===== src/decode_macros.svh =====
////////////////////////////////////////////////////////////////////////////
// Decode subsystem constants: data, instruction, register and CSR widths,
// plus the machine CSR addresses.
////////////////////////////////////////////////////////////////////////////

`ifndef DECODE_MACROS_SVH
`define DECODE_MACROS_SVH

// datapath widths.
`define XLEN         64
`define INST_W       32
`define REG_ADDR_W   5
`define NUM_REGS     32
`define CSR_ADDR_W   12

// machine CSR addresses.
`define CSR_MTVEC     12'h305
`define CSR_MSCRATCH  12'h340
`define CSR_MEPC      12'h341
`define CSR_MCYCLE    12'hB00
`define CSR_MINSTRET  12'hB02

`endif

===== src/decode_pkg.sv =====
////////////////////////////////////////////////////////////////////////////
// Decode package: vector types and enums shared by the decode subsystem.
////////////////////////////////////////////////////////////////////////////

`default_nettype none

`include "decode_macros.svh"

package decode_pkg;

  typedef logic [`XLEN-1:0]       xlen_t;
  typedef logic [`INST_W-1:0]     inst_t;
  typedef logic [`REG_ADDR_W-1:0] reg_addr_t;
  typedef logic [`CSR_ADDR_W-1:0] csr_addr_t;

  // instruction class.
  typedef enum logic [2:0] {
    ITYPE_R,
    ITYPE_I,
    ITYPE_S,
    ITYPE_B,
    ITYPE_U,
    ITYPE_J,
    ITYPE_CSR,
    ITYPE_ILLEGAL
  } itype_e;

  // encoding matches funct3[1:0] of the csr instructions.
  typedef enum logic [1:0] {
    CSR_NONE,
    CSR_WRITE,
    CSR_SET,
    CSR_CLEAR
  } csr_op_e;

  typedef enum logic {
    ST_EMPTY,
    ST_FULL
  } id_state_e;

endpackage

`default_nettype wire


===== src/decode_top.sv =====
////////////////////////////////////////////////////////////////////////////
// Decode subsystem top: stage, register file, CSR file and counters.
////////////////////////////////////////////////////////////////////////////

`default_nettype none

module decode_top (
  input  wire                        clk,
  input  wire                        rst,
  input  wire                        i_fetched_req,
  output logic                       o_fetched_ack,
  input  wire  decode_pkg::xlen_t    i_pc,
  input  wire  decode_pkg::inst_t    i_inst,
  input  wire  decode_pkg::xlen_t    i_pc_pred,
  output logic                       o_decoded_req,
  input  wire                        i_decoded_ack,
  output decode_pkg::xlen_t          o_pc,
  output decode_pkg::xlen_t          o_pc_pred,
  output decode_pkg::inst_t          o_inst,
  output decode_pkg::reg_addr_t      o_rs1,
  output decode_pkg::reg_addr_t      o_rs2,
  output decode_pkg::reg_addr_t      o_rd,
  output logic                       o_rs1_ren,
  output logic                       o_rs2_ren,
  output decode_pkg::itype_e         o_itype,
  output logic [6:0]                 o_opcode,
  output logic [2:0]                 o_funct3,
  output logic [6:0]                 o_funct7,
  output decode_pkg::xlen_t          o_op1,
  output decode_pkg::xlen_t          o_op2,
  output decode_pkg::xlen_t          o_t1,
  output logic                       o_memren,
  output logic                       o_memwen,
  output decode_pkg::xlen_t          o_memaddr,
  output decode_pkg::xlen_t          o_memwdata,
  output decode_pkg::csr_addr_t      o_csr_addr,
  output decode_pkg::csr_op_e        o_csr_op,
  output decode_pkg::xlen_t          o_csr_wdata,
  input  wire                        i_wb_en,
  input  wire  decode_pkg::reg_addr_t i_wb_rd,
  input  wire  decode_pkg::xlen_t    i_wb_data,
  input  wire                        i_csr_wen,
  input  wire  decode_pkg::csr_addr_t i_csr_waddr,
  input  wire  decode_pkg::xlen_t    i_csr_wdata
);

  import decode_pkg::*;

  xlen_t rs1_data;
  xlen_t rs2_data;
  xlen_t csr_rdata;
  xlen_t mcycle;
  xlen_t minstret;
  logic  decoded_fire;

  id_stage u_id_stage (
    .clk            (clk),
    .rst            (rst),
    .i_fetched_req  (i_fetched_req),
    .o_fetched_ack  (o_fetched_ack),
    .i_pc           (i_pc),
    .i_inst         (i_inst),
    .i_pc_pred      (i_pc_pred),
    .o_decoded_req  (o_decoded_req),
    .i_decoded_ack  (i_decoded_ack),
    .o_pc           (o_pc),
    .o_pc_pred      (o_pc_pred),
    .o_inst         (o_inst),
    .o_rs1          (o_rs1),
    .o_rs2          (o_rs2),
    .o_rd           (o_rd),
    .o_rs1_ren      (o_rs1_ren),
    .o_rs2_ren      (o_rs2_ren),
    .o_itype        (o_itype),
    .o_opcode       (o_opcode),
    .o_funct3       (o_funct3),
    .o_funct7       (o_funct7),
    .o_op1          (o_op1),
    .o_op2          (o_op2),
    .o_t1           (o_t1),
    .o_memren       (o_memren),
    .o_memwen       (o_memwen),
    .o_memaddr      (o_memaddr),
    .o_memwdata     (o_memwdata),
    .o_csr_addr     (o_csr_addr),
    .o_csr_op       (o_csr_op),
    .o_csr_wdata    (o_csr_wdata),
    .i_rs1_data     (rs1_data),
    .i_rs2_data     (rs2_data),
    .i_csr_rdata    (csr_rdata),
    .o_decoded_fire (decoded_fire)
  );

  regfile u_regfile (
    .clk        (clk),
    .rst        (rst),
    .i_rs1      (o_rs1),
    .i_rs2      (o_rs2),
    .o_rs1_data (rs1_data),
    .o_rs2_data (rs2_data),
    .i_wb_en    (i_wb_en),
    .i_wb_rd    (i_wb_rd),
    .i_wb_data  (i_wb_data)
  );

  csr_file u_csr_file (
    .clk        (clk),
    .rst        (rst),
    .i_raddr    (o_csr_addr),
    .o_rdata    (csr_rdata),
    .i_wen      (i_csr_wen),
    .i_waddr    (i_csr_waddr),
    .i_wdata    (i_csr_wdata),
    .i_mcycle   (mcycle),
    .i_minstret (minstret)
  );

  inst_counter u_inst_counter (
    .clk        (clk),
    .rst        (rst),
    .i_retire   (decoded_fire),
    .o_mcycle   (mcycle),
    .o_minstret (minstret)
  );

endmodule

`default_nettype wire


===== src/inst_counter.sv =====
////////////////////////////////////////////////////////////////////////////
// Cycle and retired-instruction counters.
////////////////////////////////////////////////////////////////////////////

`default_nettype none

module inst_counter (
  input  wire                     clk,
  input  wire                     rst,
  input  wire                     i_retire,
  output decode_pkg::xlen_t       o_mcycle,
  output decode_pkg::xlen_t       o_minstret
);

  always_ff @(posedge clk) begin
    if (rst) begin
      o_mcycle <= '0;
    end else begin
      o_mcycle <= o_mcycle + 1'b1;
    end
  end

  // one count per decoded transfer.
  always_ff @(posedge clk) begin
    if (rst) begin
      o_minstret <= '0;
    end else if (i_retire) begin
      o_minstret <= o_minstret + 1'b1;
    end
  end

endmodule

`default_nettype wire


===== src/csr_file.sv =====
////////////////////////////////////////////////////////////////////////////
// Machine CSR file: mtvec, mscratch, mepc storage and read-only counters.
////////////////////////////////////////////////////////////////////////////

`default_nettype none

`include "decode_macros.svh"

module csr_file (
  input  wire                        clk,
  input  wire                        rst,
  input  wire  decode_pkg::csr_addr_t i_raddr,
  output decode_pkg::xlen_t          o_rdata,
  input  wire                        i_wen,
  input  wire  decode_pkg::csr_addr_t i_waddr,
  input  wire  decode_pkg::xlen_t    i_wdata,
  input  wire  decode_pkg::xlen_t    i_mcycle,
  input  wire  decode_pkg::xlen_t    i_minstret
);

  import decode_pkg::*;

  xlen_t mtvec_q;
  xlen_t mscratch_q;
  xlen_t mepc_q;

  // counters and unknown addresses drop writes.
  always_ff @(posedge clk) begin
    if (rst) begin
      mtvec_q    <= '0;
      mscratch_q <= '0;
      mepc_q     <= '0;
    end else if (i_wen) begin
      case (i_waddr)
        `CSR_MTVEC:    mtvec_q    <= i_wdata;
        `CSR_MSCRATCH: mscratch_q <= i_wdata;
        `CSR_MEPC:     mepc_q     <= i_wdata;
        default: begin
        end
      endcase
    end
  end

  always_comb begin
    case (i_raddr)
      `CSR_MTVEC:    o_rdata = mtvec_q;
      `CSR_MSCRATCH: o_rdata = mscratch_q;
      `CSR_MEPC:     o_rdata = mepc_q;
      `CSR_MCYCLE:   o_rdata = i_mcycle;
      `CSR_MINSTRET: o_rdata = i_minstret;
      default:       o_rdata = '0;
    endcase
  end

endmodule

`default_nettype wire


===== src/regfile.sv =====
////////////////////////////////////////////////////////////////////////////
// Integer register file, two async reads, one sync write, x0 hardwired.
////////////////////////////////////////////////////////////////////////////

`default_nettype none

`include "decode_macros.svh"

module regfile (
  input  wire                        clk,
  input  wire                        rst,
  input  wire  decode_pkg::reg_addr_t i_rs1,
  input  wire  decode_pkg::reg_addr_t i_rs2,
  output decode_pkg::xlen_t          o_rs1_data,
  output decode_pkg::xlen_t          o_rs2_data,
  input  wire                        i_wb_en,
  input  wire  decode_pkg::reg_addr_t i_wb_rd,
  input  wire  decode_pkg::xlen_t    i_wb_data
);

  import decode_pkg::*;

  xlen_t regs [`NUM_REGS];

  always_ff @(posedge clk) begin
    if (rst) begin
      for (int i = 0; i < `NUM_REGS; i++) begin
        regs[i] <= '0;
      end
    end else if (i_wb_en && (i_wb_rd != '0)) begin
      regs[i_wb_rd] <= i_wb_data;
    end
  end

  // x0 always reads zero.
  assign o_rs1_data = (i_rs1 == '0) ? '0 : regs[i_rs1];
  assign o_rs2_data = (i_rs2 == '0) ? '0 : regs[i_rs2];

endmodule

`default_nettype wire


===== src/id_stage.sv =====
////////////////////////////////////////////////////////////////////////////
// Decode stage: one-entry instruction holding register with fetch and
// execute req/ack handshakes, feeding the combinational decoder.
////////////////////////////////////////////////////////////////////////////

`default_nettype none

module id_stage (
  input  wire                        clk,
  input  wire                        rst,
  input  wire                        i_fetched_req,
  output logic                       o_fetched_ack,
  input  wire  decode_pkg::xlen_t    i_pc,
  input  wire  decode_pkg::inst_t    i_inst,
  input  wire  decode_pkg::xlen_t    i_pc_pred,
  output logic                       o_decoded_req,
  input  wire                        i_decoded_ack,
  output decode_pkg::xlen_t          o_pc,
  output decode_pkg::xlen_t          o_pc_pred,
  output decode_pkg::inst_t          o_inst,
  output decode_pkg::reg_addr_t      o_rs1,
  output decode_pkg::reg_addr_t      o_rs2,
  output decode_pkg::reg_addr_t      o_rd,
  output logic                       o_rs1_ren,
  output logic                       o_rs2_ren,
  output decode_pkg::itype_e         o_itype,
  output logic [6:0]                 o_opcode,
  output logic [2:0]                 o_funct3,
  output logic [6:0]                 o_funct7,
  output decode_pkg::xlen_t          o_op1,
  output decode_pkg::xlen_t          o_op2,
  output decode_pkg::xlen_t          o_t1,
  output logic                       o_memren,
  output logic                       o_memwen,
  output decode_pkg::xlen_t          o_memaddr,
  output decode_pkg::xlen_t          o_memwdata,
  output decode_pkg::csr_addr_t      o_csr_addr,
  output decode_pkg::csr_op_e        o_csr_op,
  output decode_pkg::xlen_t          o_csr_wdata,
  input  wire  decode_pkg::xlen_t    i_rs1_data,
  input  wire  decode_pkg::xlen_t    i_rs2_data,
  input  wire  decode_pkg::xlen_t    i_csr_rdata,
  output logic                       o_decoded_fire
);

  import decode_pkg::*;

  id_state_e state_q;
  inst_t     inst_q;
  xlen_t     pc_q;
  xlen_t     pc_pred_q;
  logic      fetched_fire;

  // a full stage accepts a new instruction in the cycle it hands one off.
  assign o_decoded_req  = (state_q == ST_FULL);
  assign o_fetched_ack  = (state_q == ST_EMPTY) || i_decoded_ack;
  assign fetched_fire   = i_fetched_req && o_fetched_ack;
  assign o_decoded_fire = o_decoded_req && i_decoded_ack;

  always_ff @(posedge clk) begin
    if (rst) begin
      state_q <= ST_EMPTY;
    end else if (fetched_fire) begin
      state_q <= ST_FULL;
    end else if (o_decoded_fire) begin
      state_q <= ST_EMPTY;
    end
  end

  always_ff @(posedge clk) begin
    if (fetched_fire) begin
      inst_q    <= i_inst;
      pc_q      <= i_pc;
      pc_pred_q <= i_pc_pred;
    end
  end

  assign o_inst    = inst_q;
  assign o_pc      = pc_q;
  assign o_pc_pred = pc_pred_q;

  id_decoder u_id_decoder (
    .i_inst      (inst_q),
    .i_pc        (pc_q),
    .i_rs1_data  (i_rs1_data),
    .i_rs2_data  (i_rs2_data),
    .i_csr_rdata (i_csr_rdata),
    .o_rs1       (o_rs1),
    .o_rs2       (o_rs2),
    .o_rd        (o_rd),
    .o_rs1_ren   (o_rs1_ren),
    .o_rs2_ren   (o_rs2_ren),
    .o_itype     (o_itype),
    .o_opcode    (o_opcode),
    .o_funct3    (o_funct3),
    .o_funct7    (o_funct7),
    .o_op1       (o_op1),
    .o_op2       (o_op2),
    .o_t1        (o_t1),
    .o_memren    (o_memren),
    .o_memwen    (o_memwen),
    .o_memaddr   (o_memaddr),
    .o_memwdata  (o_memwdata),
    .o_csr_addr  (o_csr_addr),
    .o_csr_op    (o_csr_op),
    .o_csr_wdata (o_csr_wdata)
  );

endmodule

`default_nettype wire


===== src/id_decoder.sv =====
////////////////////////////////////////////////////////////////////////////
// RV64I decoder: field extraction, immediates, operand and CSR data select.
////////////////////////////////////////////////////////////////////////////

`default_nettype none

module id_decoder (
  input  wire  decode_pkg::inst_t    i_inst,
  input  wire  decode_pkg::xlen_t    i_pc,
  input  wire  decode_pkg::xlen_t    i_rs1_data,
  input  wire  decode_pkg::xlen_t    i_rs2_data,
  input  wire  decode_pkg::xlen_t    i_csr_rdata,
  output decode_pkg::reg_addr_t      o_rs1,
  output decode_pkg::reg_addr_t      o_rs2,
  output decode_pkg::reg_addr_t      o_rd,
  output logic                       o_rs1_ren,
  output logic                       o_rs2_ren,
  output decode_pkg::itype_e         o_itype,
  output logic [6:0]                 o_opcode,
  output logic [2:0]                 o_funct3,
  output logic [6:0]                 o_funct7,
  output decode_pkg::xlen_t          o_op1,
  output decode_pkg::xlen_t          o_op2,
  output decode_pkg::xlen_t          o_t1,
  output logic                       o_memren,
  output logic                       o_memwen,
  output decode_pkg::xlen_t          o_memaddr,
  output decode_pkg::xlen_t          o_memwdata,
  output decode_pkg::csr_addr_t      o_csr_addr,
  output decode_pkg::csr_op_e        o_csr_op,
  output decode_pkg::xlen_t          o_csr_wdata
);

  import decode_pkg::*;

  localparam logic [6:0] OPC_LUI        = 7'b0110111;
  localparam logic [6:0] OPC_AUIPC      = 7'b0010111;
  localparam logic [6:0] OPC_JAL        = 7'b1101111;
  localparam logic [6:0] OPC_JALR       = 7'b1100111;
  localparam logic [6:0] OPC_BRANCH     = 7'b1100011;
  localparam logic [6:0] OPC_LOAD       = 7'b0000011;
  localparam logic [6:0] OPC_STORE      = 7'b0100011;
  localparam logic [6:0] OPC_OP_IMM     = 7'b0010011;
  localparam logic [6:0] OPC_OP_IMM_32  = 7'b0011011;
  localparam logic [6:0] OPC_OP         = 7'b0110011;
  localparam logic [6:0] OPC_OP_32      = 7'b0111011;
  localparam logic [6:0] OPC_SYSTEM     = 7'b1110011;

  xlen_t imm_i;
  xlen_t imm_s;
  xlen_t imm_b;
  xlen_t imm_u;
  xlen_t imm_j;
  xlen_t csr_src;

  assign o_opcode   = i_inst[6:0];
  assign o_rd       = i_inst[11:7];
  assign o_funct3   = i_inst[14:12];
  assign o_rs1      = i_inst[19:15];
  assign o_rs2      = i_inst[24:20];
  assign o_funct7   = i_inst[31:25];
  assign o_csr_addr = i_inst[31:20];

  // sign-extended immediates.
  assign imm_i = {{52{i_inst[31]}}, i_inst[31:20]};
  assign imm_s = {{52{i_inst[31]}}, i_inst[31:25], i_inst[11:7]};
  assign imm_b = {{52{i_inst[31]}}, i_inst[7], i_inst[30:25], i_inst[11:8], 1'b0};
  assign imm_u = {{32{i_inst[31]}}, i_inst[31:12], 12'b0};
  assign imm_j = {{44{i_inst[31]}}, i_inst[19:12], i_inst[20], i_inst[30:21], 1'b0};

  always_comb begin
    o_itype    = ITYPE_ILLEGAL;
    o_rs1_ren  = 1'b0;
    o_rs2_ren  = 1'b0;
    o_memren   = 1'b0;
    o_memwen   = 1'b0;
    o_op1      = '0;
    o_op2      = '0;
    o_t1       = '0;
    o_memaddr  = '0;
    o_memwdata = '0;
    o_csr_op   = CSR_NONE;
    case (o_opcode)
      OPC_OP, OPC_OP_32: begin
        o_itype   = ITYPE_R;
        o_rs1_ren = 1'b1;
        o_rs2_ren = 1'b1;
        o_op1     = i_rs1_data;
        o_op2     = i_rs2_data;
      end
      OPC_OP_IMM, OPC_OP_IMM_32, OPC_LOAD: begin
        o_itype   = ITYPE_I;
        o_rs1_ren = 1'b1;
        o_op1     = i_rs1_data;
        o_op2     = imm_i;
        if (o_opcode == OPC_LOAD) begin
          o_memren  = 1'b1;
          o_memaddr = i_rs1_data + imm_i;
        end
      end
      OPC_STORE: begin
        o_itype    = ITYPE_S;
        o_rs1_ren  = 1'b1;
        o_rs2_ren  = 1'b1;
        o_op1      = i_rs1_data;
        o_op2      = imm_s;
        o_memwen   = 1'b1;
        o_memaddr  = i_rs1_data + imm_s;
        o_memwdata = i_rs2_data;
      end
      OPC_BRANCH: begin
        o_itype   = ITYPE_B;
        o_rs1_ren = 1'b1;
        o_rs2_ren = 1'b1;
        o_op1     = i_rs1_data;
        o_op2     = i_rs2_data;
        o_t1      = i_pc + imm_b;
      end
      OPC_LUI, OPC_AUIPC: begin
        o_itype = ITYPE_U;
        o_op1   = (o_opcode == OPC_AUIPC) ? i_pc : '0;
        o_op2   = imm_u;
      end
      OPC_JAL: begin
        o_itype = ITYPE_J;
        o_op1   = i_pc;
        o_op2   = xlen_t'(4);
        o_t1    = i_pc + imm_j;
      end
      OPC_JALR: begin
        o_itype   = ITYPE_I;
        o_rs1_ren = 1'b1;
        o_op1     = i_pc;
        o_op2     = xlen_t'(4);
        o_t1      = (i_rs1_data + imm_i) & ~xlen_t'(1);
      end
      OPC_SYSTEM: begin
        // ecall and ebreak stay illegal here.
        if (o_funct3[1:0] != 2'b00) begin
          o_itype   = ITYPE_CSR;
          o_rs1_ren = !o_funct3[2];
          o_op1     = i_csr_rdata;
          o_csr_op  = csr_op_e'(o_funct3[1:0]);
        end
      end
      default: begin
      end
    endcase
  end

  // funct3[2] selects the 5-bit immediate form.
  assign csr_src = o_funct3[2] ? xlen_t'(o_rs1) : i_rs1_data;

  always_comb begin
    case (o_csr_op)
      CSR_WRITE: o_csr_wdata = csr_src;
      CSR_SET:   o_csr_wdata = i_csr_rdata | csr_src;
      CSR_CLEAR: o_csr_wdata = i_csr_rdata & ~csr_src;
      default:   o_csr_wdata = '0;
    endcase
  end

endmodule

`default_nettype wire


===== config.mk =====
export PLATFORM = sky130hd
export DESIGN_NAME = decode_top
export DESIGN_NICKNAME = d
export VERILOG_FILES = /design/src/decode_pkg.sv /design/src/decode_top.sv /design/src/inst_counter.sv /design/src/csr_file.sv /design/src/regfile.sv /design/src/id_stage.sv /design/src/id_decoder.sv
export VERILOG_INCLUDE_DIRS = /design/src
export SDC_FILE = /design/constraint.sdc
export NUM_CORES = 2
export LEC_CHECK = 0
export BUFFER_PORTS_ARGS = -buffer_cell sky130_fd_sc_hd__buf_2
export CORE_MARGIN = 1.5
export CORE_UTILIZATION = 67
export DETAILED_ROUTE_END_ITERATION = 16
export HOLD_SLACK_MARGIN = 0.1
export MAX_ROUTING_LAYER = met4
export PLACE_DENSITY = 0.92
export SETUP_SLACK_MARGIN = 0.4
export SLEW_MARGIN = 20
export SYNTH_ARGS = -nofsm -noshare
export SYNTH_HDL_FRONTEND = slang
export SYNTH_SLANG_ARGS = --single-unit
export TNS_END_PERCENT = 5

===== constraint.sdc =====
create_clock -name clk -period 12.4 [get_ports clk]
set_input_delay 0.62 -clock clk [delete_from_list [all_inputs] [get_ports clk]]
set_output_delay 0.62 -clock clk [all_outputs]
set_load 0.01 [all_outputs]

==> impl_results.html, run 1 <==
<table>
<tr><th>Metric</th><th>Value</th></tr>
<tr><th colspan="2">Yosys</th></tr>
<tr><td>Number of warnings printed during yosys synthesis</td><td>0</td></tr>
<tr><td>Register area share after synthesis</td><td>50.8%</td></tr>
<tr><td>Main area contributors after synthesis</td><td>edfxtp_1, mux4_2, and2_1, dfxtp_1, clkbuf_1</td></tr>
<tr><td>Instance count of the mapped netlist</td><td>11.1k</td></tr>
<tr><td>Post-synthesis register bit count</td><td>2539</td></tr>
<tr><td>Cell type contributing the most total cell area after synthesis</td><td>edfxtp_1</td></tr>
<tr><td>Count of flip-flops with a built-in enable after synthesis</td><td>2208</td></tr>
<tr><td>Average cell area after synthesis</td><td>13.0 sq um</td></tr>
<tr><td>Most common flop cell mapped by yosys</td><td>edfxtp_1</td></tr>
<tr><td>Share of the synthesized area in the top cell type</td><td>46.2%</td></tr>
<tr><td>Yosys cell types</td><td>91</td></tr>
<tr><td>Netlist area before placement</td><td>143000 sq um</td></tr>
<tr><td>Async set or reset register ratio after synthesis</td><td>0%</td></tr>
<tr><th colspan="2">Placement</th></tr>
<tr><td>Global placement routability congestion</td><td>1.17</td></tr>
<tr><td>Total of buffers placed on input and output ports</td><td>909</td></tr>
<tr><td>Hpwl dp</td><td>448000 microns</td></tr>
<tr><td>Pre-CTS worst setup slack</td><td>3.24 ns</td></tr>
<tr><td>Post-Place Cell Area</td><td>150000 sq um</td></tr>
<tr><td>Number of placed instances, taps included</td><td>14.1k</td></tr>
<tr><th colspan="2">CTS</th></tr>
<tr><td>CTS root buffer</td><td>clkbuf_16</td></tr>
<tr><td>Resized Gates After CTS</td><td>0</td></tr>
<tr><td>Clock net sink count</td><td>2539</td></tr>
<tr><td>Inserted Clock Buffers</td><td>277</td></tr>
<tr><td>Setup Fix Bufs, Post-CTS</td><td>0</td></tr>
<tr><td>Post-CTS Hold Fix Bufs</td><td>226</td></tr>
<tr><td>Number of levels the H-tree was split into</td><td>5</td></tr>
<tr><td>Maximum count of clock buffers along a single path</td><td>4</td></tr>
<tr><th colspan="2">Global route</th></tr>
<tr><td>GR Overflow Total</td><td>1800</td></tr>
<tr><td>Antenna violations before repair</td><td>230</td></tr>
<tr><td>Maximum number of pins on one net before global-route repair</td><td>236</td></tr>
<tr><td>Tot GR Track Use</td><td>90.7%</td></tr>
<tr><th colspan="2">Die</th></tr>
<tr><td>Die boundary height</td><td>466 microns</td></tr>
<tr><td>Die width</td><td>466 microns</td></tr>
<tr><td>Number of I/O pins</td><td>910</td></tr>
<tr><td>Initial standard-cell utilization of the core</td><td>67.5%</td></tr>
<tr><td>Std cell rows</td><td>169</td></tr>
<tr><th colspan="2">Status</th></tr>
<tr><td>Status</td><td>did not finish</td></tr>
<tr><td>Error that ended the run</td><td>[ERROR GRT-0232] Routing congestion too high. Check the congestion heatmap in the GUI.</td></tr>
<tr><td>Halt Stage</td><td>5_1_grt</td></tr>
</table>
logic make-up after synthesis:
| group | synth area share (%) |
|---|---|
| multiplexers | 21.9 |
| other | 0.00261 |
| adder cells (fa/ha/maj) | 1.18 |
| flip-flops | 50.8 |
| AND/OR/NAND/NOR | 14.7 |
| buffers and inverters | 3.46 |
| XOR/XNOR | 1.40 |
| AO/OA/AOI/OAI | 6.52 |
per-layer routing:
metal / overflow / track usage, %
met2: 651 / 98.2
met4: 495 / 91.3
met1: 315 / 90.2
met5: - / -
met3: 339 / 81.4
per-stage QoR:
stage          utilization, %  hold WS, ns
4_1_cts                  75.7        0.203
3_5_place_dp             70.7        0.446
3_3_place_gp             70.6        0.442
2_1_floorplan               -        0.436
cell usage after synthesis (114+ instances only):
master,count
a21oi_1,548
and2_1,2033
clkbuf_1,875
dfxtp_1,331
edfxtp_1,2208
ha_1,130
inv_1,114
mux2_2,127
mux4_2,1272
nand2_1,832
nor2_1,498
o21ai_0,337
xnor2_1,114
xor2_1,114
==> run 2: changes to the inputs <==
- CORE_UTILIZATION: 67 -> 40
- HOLD_SLACK_MARGIN: 0.1 -> unset
- MAX_ROUTING_LAYER: met4 -> unset
- PLACE_DENSITY: 0.92 -> unset
- PLACE_DENSITY_LB_ADDON: unset -> 0.15
- SETUP_SLACK_MARGIN: 0.4 -> unset
==> run 2 against run 1 <==
The flow now finishes without violations; area after synthesis stayed put; synthesized cell count stayed put.
==> impl_results.html, run 2 <==
<table>
<tr><th>Metric</th><th>Value</th></tr>
<tr><th colspan="2">CTS</th></tr>
<tr><td>CTS root buffer</td><td>clkbuf_16 (unchanged)</td></tr>
<tr><td>Post-CTS Hold Fix Bufs</td><td>224 (was 226)</td></tr>
<tr><td>Register clock-pin slew on the reported worst setup and hold paths</td><td>0.06 ns</td></tr>
<tr><td>Setup Fix Bufs, Post-CTS</td><td>0 (unchanged)</td></tr>
<tr><td>Later-pin clock latency in the skew report</td><td>0.95 ns</td></tr>
<tr><td>Inserted Clock Buffers</td><td>297 (was 277)</td></tr>
<tr><td>Number of levels the H-tree was split into</td><td>5 (unchanged)</td></tr>
<tr><td>Maximum count of clock buffers along a single path</td><td>4 (unchanged)</td></tr>
<tr><td>Resized Gates After CTS</td><td>0 (unchanged)</td></tr>
<tr><td>Clock tree from TritonCTS</td><td>done</td></tr>
<tr><td>Clock net sink count</td><td>2539 (unchanged)</td></tr>
<tr><th colspan="2">Min path</th></tr>
<tr><td>Worst min-delay path startpoint</td><td>i_inst[19]</td></tr>
<tr><td>Hold WC Path Type</td><td>input port to flip-flop</td></tr>
<tr><td>Hold Path Sink</td><td>u_id_stage.o_inst[19]</td></tr>
<tr><td>Hold Path Stages</td><td>1</td></tr>
<tr><th colspan="2">Yosys</th></tr>
<tr><td>Instance count of the mapped netlist</td><td>11.1k (unchanged)</td></tr>
<tr><td>Number of warnings printed during yosys synthesis</td><td>0 (unchanged)</td></tr>
<tr><td>Async set or reset register ratio after synthesis</td><td>0% (unchanged)</td></tr>
<tr><td>Average cell area after synthesis</td><td>13.0 sq um (unchanged)</td></tr>
<tr><td>Share of the synthesized area in the top cell type</td><td>46.2% (unchanged)</td></tr>
<tr><td>Most frequent cell after synthesis</td><td>edfxtp_1 (unchanged)</td></tr>
<tr><td>Main area contributors after synthesis</td><td>edfxtp_1, mux4_2, and2_1, dfxtp_1, clkbuf_1 (unchanged)</td></tr>
<tr><td>Cell type contributing the most total cell area after synthesis</td><td>edfxtp_1 (unchanged)</td></tr>
<tr><td>Post-synthesis register bit count</td><td>2539 (unchanged)</td></tr>
<tr><td>Yosys cell types</td><td>91 (unchanged)</td></tr>
<tr><td>Register area share after synthesis</td><td>50.8% (unchanged)</td></tr>
<tr><td>Netlist area before placement</td><td>143000 sq um (unchanged)</td></tr>
<tr><td>Most instantiated cells after synthesis</td><td>edfxtp_1, and2_1, mux4_2, clkbuf_1, nand2_1 (unchanged)</td></tr>
<tr><td>Count of flip-flops with a built-in enable after synthesis</td><td>2208 (unchanged)</td></tr>
<tr><td>Most common flop cell mapped by yosys</td><td>edfxtp_1 (unchanged)</td></tr>
<tr><th colspan="2">STA</th></tr>
<tr><td>Relative slew slack</td><td>15.7%</td></tr>
<tr><td>Worst-Margin Slew</td><td>1.25 ns</td></tr>
<tr><td>Maximum clock frequency</td><td>106 MHz</td></tr>
<tr><td>Minimum period implied by the final worst setup slack</td><td>9.42 ns</td></tr>
<tr><td>Hold Violations, Final</td><td>0</td></tr>
<tr><td>Fin Clk Skew</td><td>0.0335 ns</td></tr>
<tr><td>Final period utilization</td><td>75.9%</td></tr>
<tr><td>RSZ-0062 raised after global routing</td><td>false</td></tr>
<tr><td>Setup TNS after final layout</td><td>0 ns</td></tr>
<tr><td>Max-slew violation total from the final report</td><td>0</td></tr>
<tr><td>Final setup fails</td><td>0</td></tr>
<tr><th colspan="2">Power</th></tr>
<tr><td>Cell area power density</td><td>147 nW/um^2</td></tr>
<tr><td>Worst IR drop on VDD</td><td>0.000106 V</td></tr>
<tr><td>Leakage</td><td>58.0 nW</td></tr>
<tr><td>Total power draw</td><td>24.1 mW</td></tr>
<tr><th colspan="2">Global route</th></tr>
<tr><td>Antenna violations before repair</td><td>156</td></tr>
<tr><td>Tot GR Track Use</td><td>37.8%</td></tr>
<tr><td>Maximum number of pins on one net before global-route repair</td><td>172</td></tr>
<tr><td>GR Overflow Total</td><td>0</td></tr>
<tr><td>First-pass GRT wire length</td><td>931000 microns</td></tr>
<tr><td>Number of global-route vias before repair</td><td>105k</td></tr>
<tr><th colspan="2">Worst setup path</th></tr>
<tr><td>Largest stage delay, worst path</td><td>0.89 ns</td></tr>
<tr><td>Flop2flop setup slack</td><td>8.58 ns</td></tr>
<tr><td>Critical path start-end classification</td><td>flip-flop to output pin</td></tr>
<tr><td>Launching element type of the critical path</td><td>flip-flop</td></tr>
<tr><td>Critical path peak fanout</td><td>86</td></tr>
<tr><td>Depth of the most critical reg-to-reg path</td><td>5</td></tr>
<tr><td>Reg-to-reg critical path startpoint</td><td>u_id_stage.o_decoded_req</td></tr>
<tr><td>Critical path data arrival time</td><td>8.80 ns</td></tr>
<tr><td>CP delay by family, top</td><td>simple AND/OR/NAND/NOR gates</td></tr>
<tr><td>Crit path max-delay cell type</td><td>nor4_1</td></tr>
<tr><td>Critical path, cell by cell</td><td>buf_12 &gt; mux4_2 &gt; mux4_2 &gt; mux2_2 &gt; nand2_2 &gt; inv_1 &gt; ha_1 &gt; nand4_1 &gt; nor4_1 &gt; nand2_1 &gt; nor3_1 &gt; and2_1 &gt; a21oi_1 &gt; o22a_1 &gt; o21ai_0 &gt; buf_2</td></tr>
<tr><td>Critical path buffer and inverter count</td><td>3</td></tr>
<tr><td>Endpoint required time on the critical path</td><td>11.78 ns</td></tr>
<tr><td>Cell type with the highest occurrence count on the critical path</td><td>mux4_2</td></tr>
<tr><td>Endpoint of the most critical register-to-register path</td><td>u_id_stage.o_inst[25]</td></tr>
<tr><td>CP Capture Type</td><td>output pin</td></tr>
<tr><th colspan="2">Drt</th></tr>
<tr><td>DR iter-0 viols</td><td>17.2k</td></tr>
<tr><td>Via density per instance</td><td>6.53</td></tr>
<tr><td>Post-DRT Antenna Nets</td><td>0</td></tr>
<tr><td>Wire length on met1</td><td>238000 microns</td></tr>
<tr><td>Sum of met3 wire segment lengths after detailed routing</td><td>76800 microns</td></tr>
<tr><td>Max Used Layer</td><td>met5</td></tr>
<tr><td>Total Wirelength</td><td>699000 microns</td></tr>
<tr><td>Average detailed-routed wire length per instance</td><td>41.5 microns</td></tr>
<tr><td>Total iterations of the first detailed-routing run</td><td>9</td></tr>
<tr><td>Final routed DRC violation total</td><td>0</td></tr>
<tr><td>Via Count</td><td>110k</td></tr>
<tr><td>Detail Route met2 WL</td><td>318000 microns</td></tr>
<tr><th colspan="2">Layout</th></tr>
<tr><td>Net count of the finished layout</td><td>12.2k</td></tr>
<tr><td>Biggest register</td><td>u_regfile.regs</td></tr>
<tr><td>Layout overhead on the synthesized area</td><td>14.5%</td></tr>
<tr><td>Non-filler cells in the finished layout</td><td>16.8k</td></tr>
<tr><td>Most common cell after layout, fill and taps aside</td><td>edfxtp_1</td></tr>
<tr><td>Cell area after layout</td><td>164000 sq um</td></tr>
<tr><td>Share of final-layout standard cells stronger than drive strength 1</td><td>26.3%</td></tr>
<tr><td>Number of flip-flops in the largest register</td><td>2048</td></tr>
<tr><td>Commonest non-fill, non-tap cells in the layout</td><td>edfxtp_1, and2_1, mux4_2</td></tr>
<tr><th colspan="2">Placement</th></tr>
<tr><td>Total of buffers placed on input and output ports</td><td>909 (unchanged)</td></tr>
<tr><td>Hpwl dp</td><td>440000 microns (was 448000 microns)</td></tr>
<tr><td>Post-Place Cell Area</td><td>153000 sq um (was 150000 sq um)</td></tr>
<tr><td>Global placement routability congestion</td><td>1.06 (was 1.17)</td></tr>
<tr><td>Number of placed instances, taps included</td><td>15.9k (was 14.1k)</td></tr>
<tr><th colspan="2">Run</th></tr>
<tr><td>Number of maximum-capacitance violations</td><td>0</td></tr>
<tr><th colspan="2">Status</th></tr>
<tr><td>Status</td><td>completed (was did not finish)</td></tr>
<tr><th colspan="2">Die</th></tr>
<tr><td>Number of I/O pins</td><td>910 (unchanged)</td></tr>
<tr><td>Initial standard-cell utilization of the core</td><td>40.2% (was 67.5%)</td></tr>
<tr><td>Area of the die</td><td>362000 sq um</td></tr>
<tr><td>Std cell rows</td><td>219 (was 169)</td></tr>
<tr><td>Die boundary height</td><td>602 microns (was 466 microns)</td></tr>
<tr><td>Die width</td><td>602 microns (was 466 microns)</td></tr>
<tr><td>Core footprint</td><td>356000 sq um</td></tr>
</table>
## run 2: cell counts after synthesis
Identical to the previous run, type by type.
## run 2: power breakdown
group	leakage [nW]	total [mW]	internal [mW]	switching [mW]
sequential	23.7	10.0	9.71	0.337
combinational	29.9	5.48	1.95	3.54
clock	4.43	8.54	4.79	3.76
## run 2: metal layers
metal / up-vias / track usage, %
li1: 43054 / -
met1: 56779 / 44.8
met2: 8122 / 58.7
met3: 1949 / 9.29
met4: 44 / 30.3
met5: - / 0
## run 2: cell families (layout without fill, tap and decap cells)
group / count (synthesis) / count (layout) / share of synthesized area (%)
buffers and inverters: 1217 / 2033 / 3.46
muxes: 1533 / 1533 / 21.9
DFF: 2539 / 2539 / 50.8
AOI/OAI and AO/OA: 1512 / 1512 / 6.52
xor gates and xnor gates: 229 / 229 / 1.40
and+or+nand+nor: 3908 / 3908 / 14.7
other: 1 / 203 / 0.00261
adders and majority gates: 133 / 133 / 1.18
## run 2: worst max-delay path by stage
stage,from,end,depth (start not counted)
after floorplan,flip-flop,o_memaddr[48],18
after global placement,flip-flop,o_memaddr[60],16
after detailed placement,flip-flop,o_memaddr[48],16
after CTS,flip-flop,o_memaddr[48],16
after global routing,flip-flop,o_memaddr[49],16
final,flip-flop,o_memaddr[49],16
## run 2: layout make-up
cell class	instances	area [sq um]
Fill cell	31580	192000
Antenna cell	139	348
Timing Repair Buffer	1390	9110
Clock inverter	138	1050
Sequential cell	2539	73000
Tap cell	4751	5940
Multi-Input combinational cell	7379	66400
Clock buffer	390	8020
Inverter	115	443
## run 2: stage by stage
step,hold WS [ns],setup slack [ns],util (%)
after floorplan,0.436,6.70,-
after global placement,0.442,4.02,42.7
after detailed placement,0.447,4.03,42.8
after CTS,0.00580,3.05,46.0
after global routing,0.0553,2.74,46.0
final,0.0773,2.98,46.1
No activity file was read; power rests on OpenSTA's default activity.
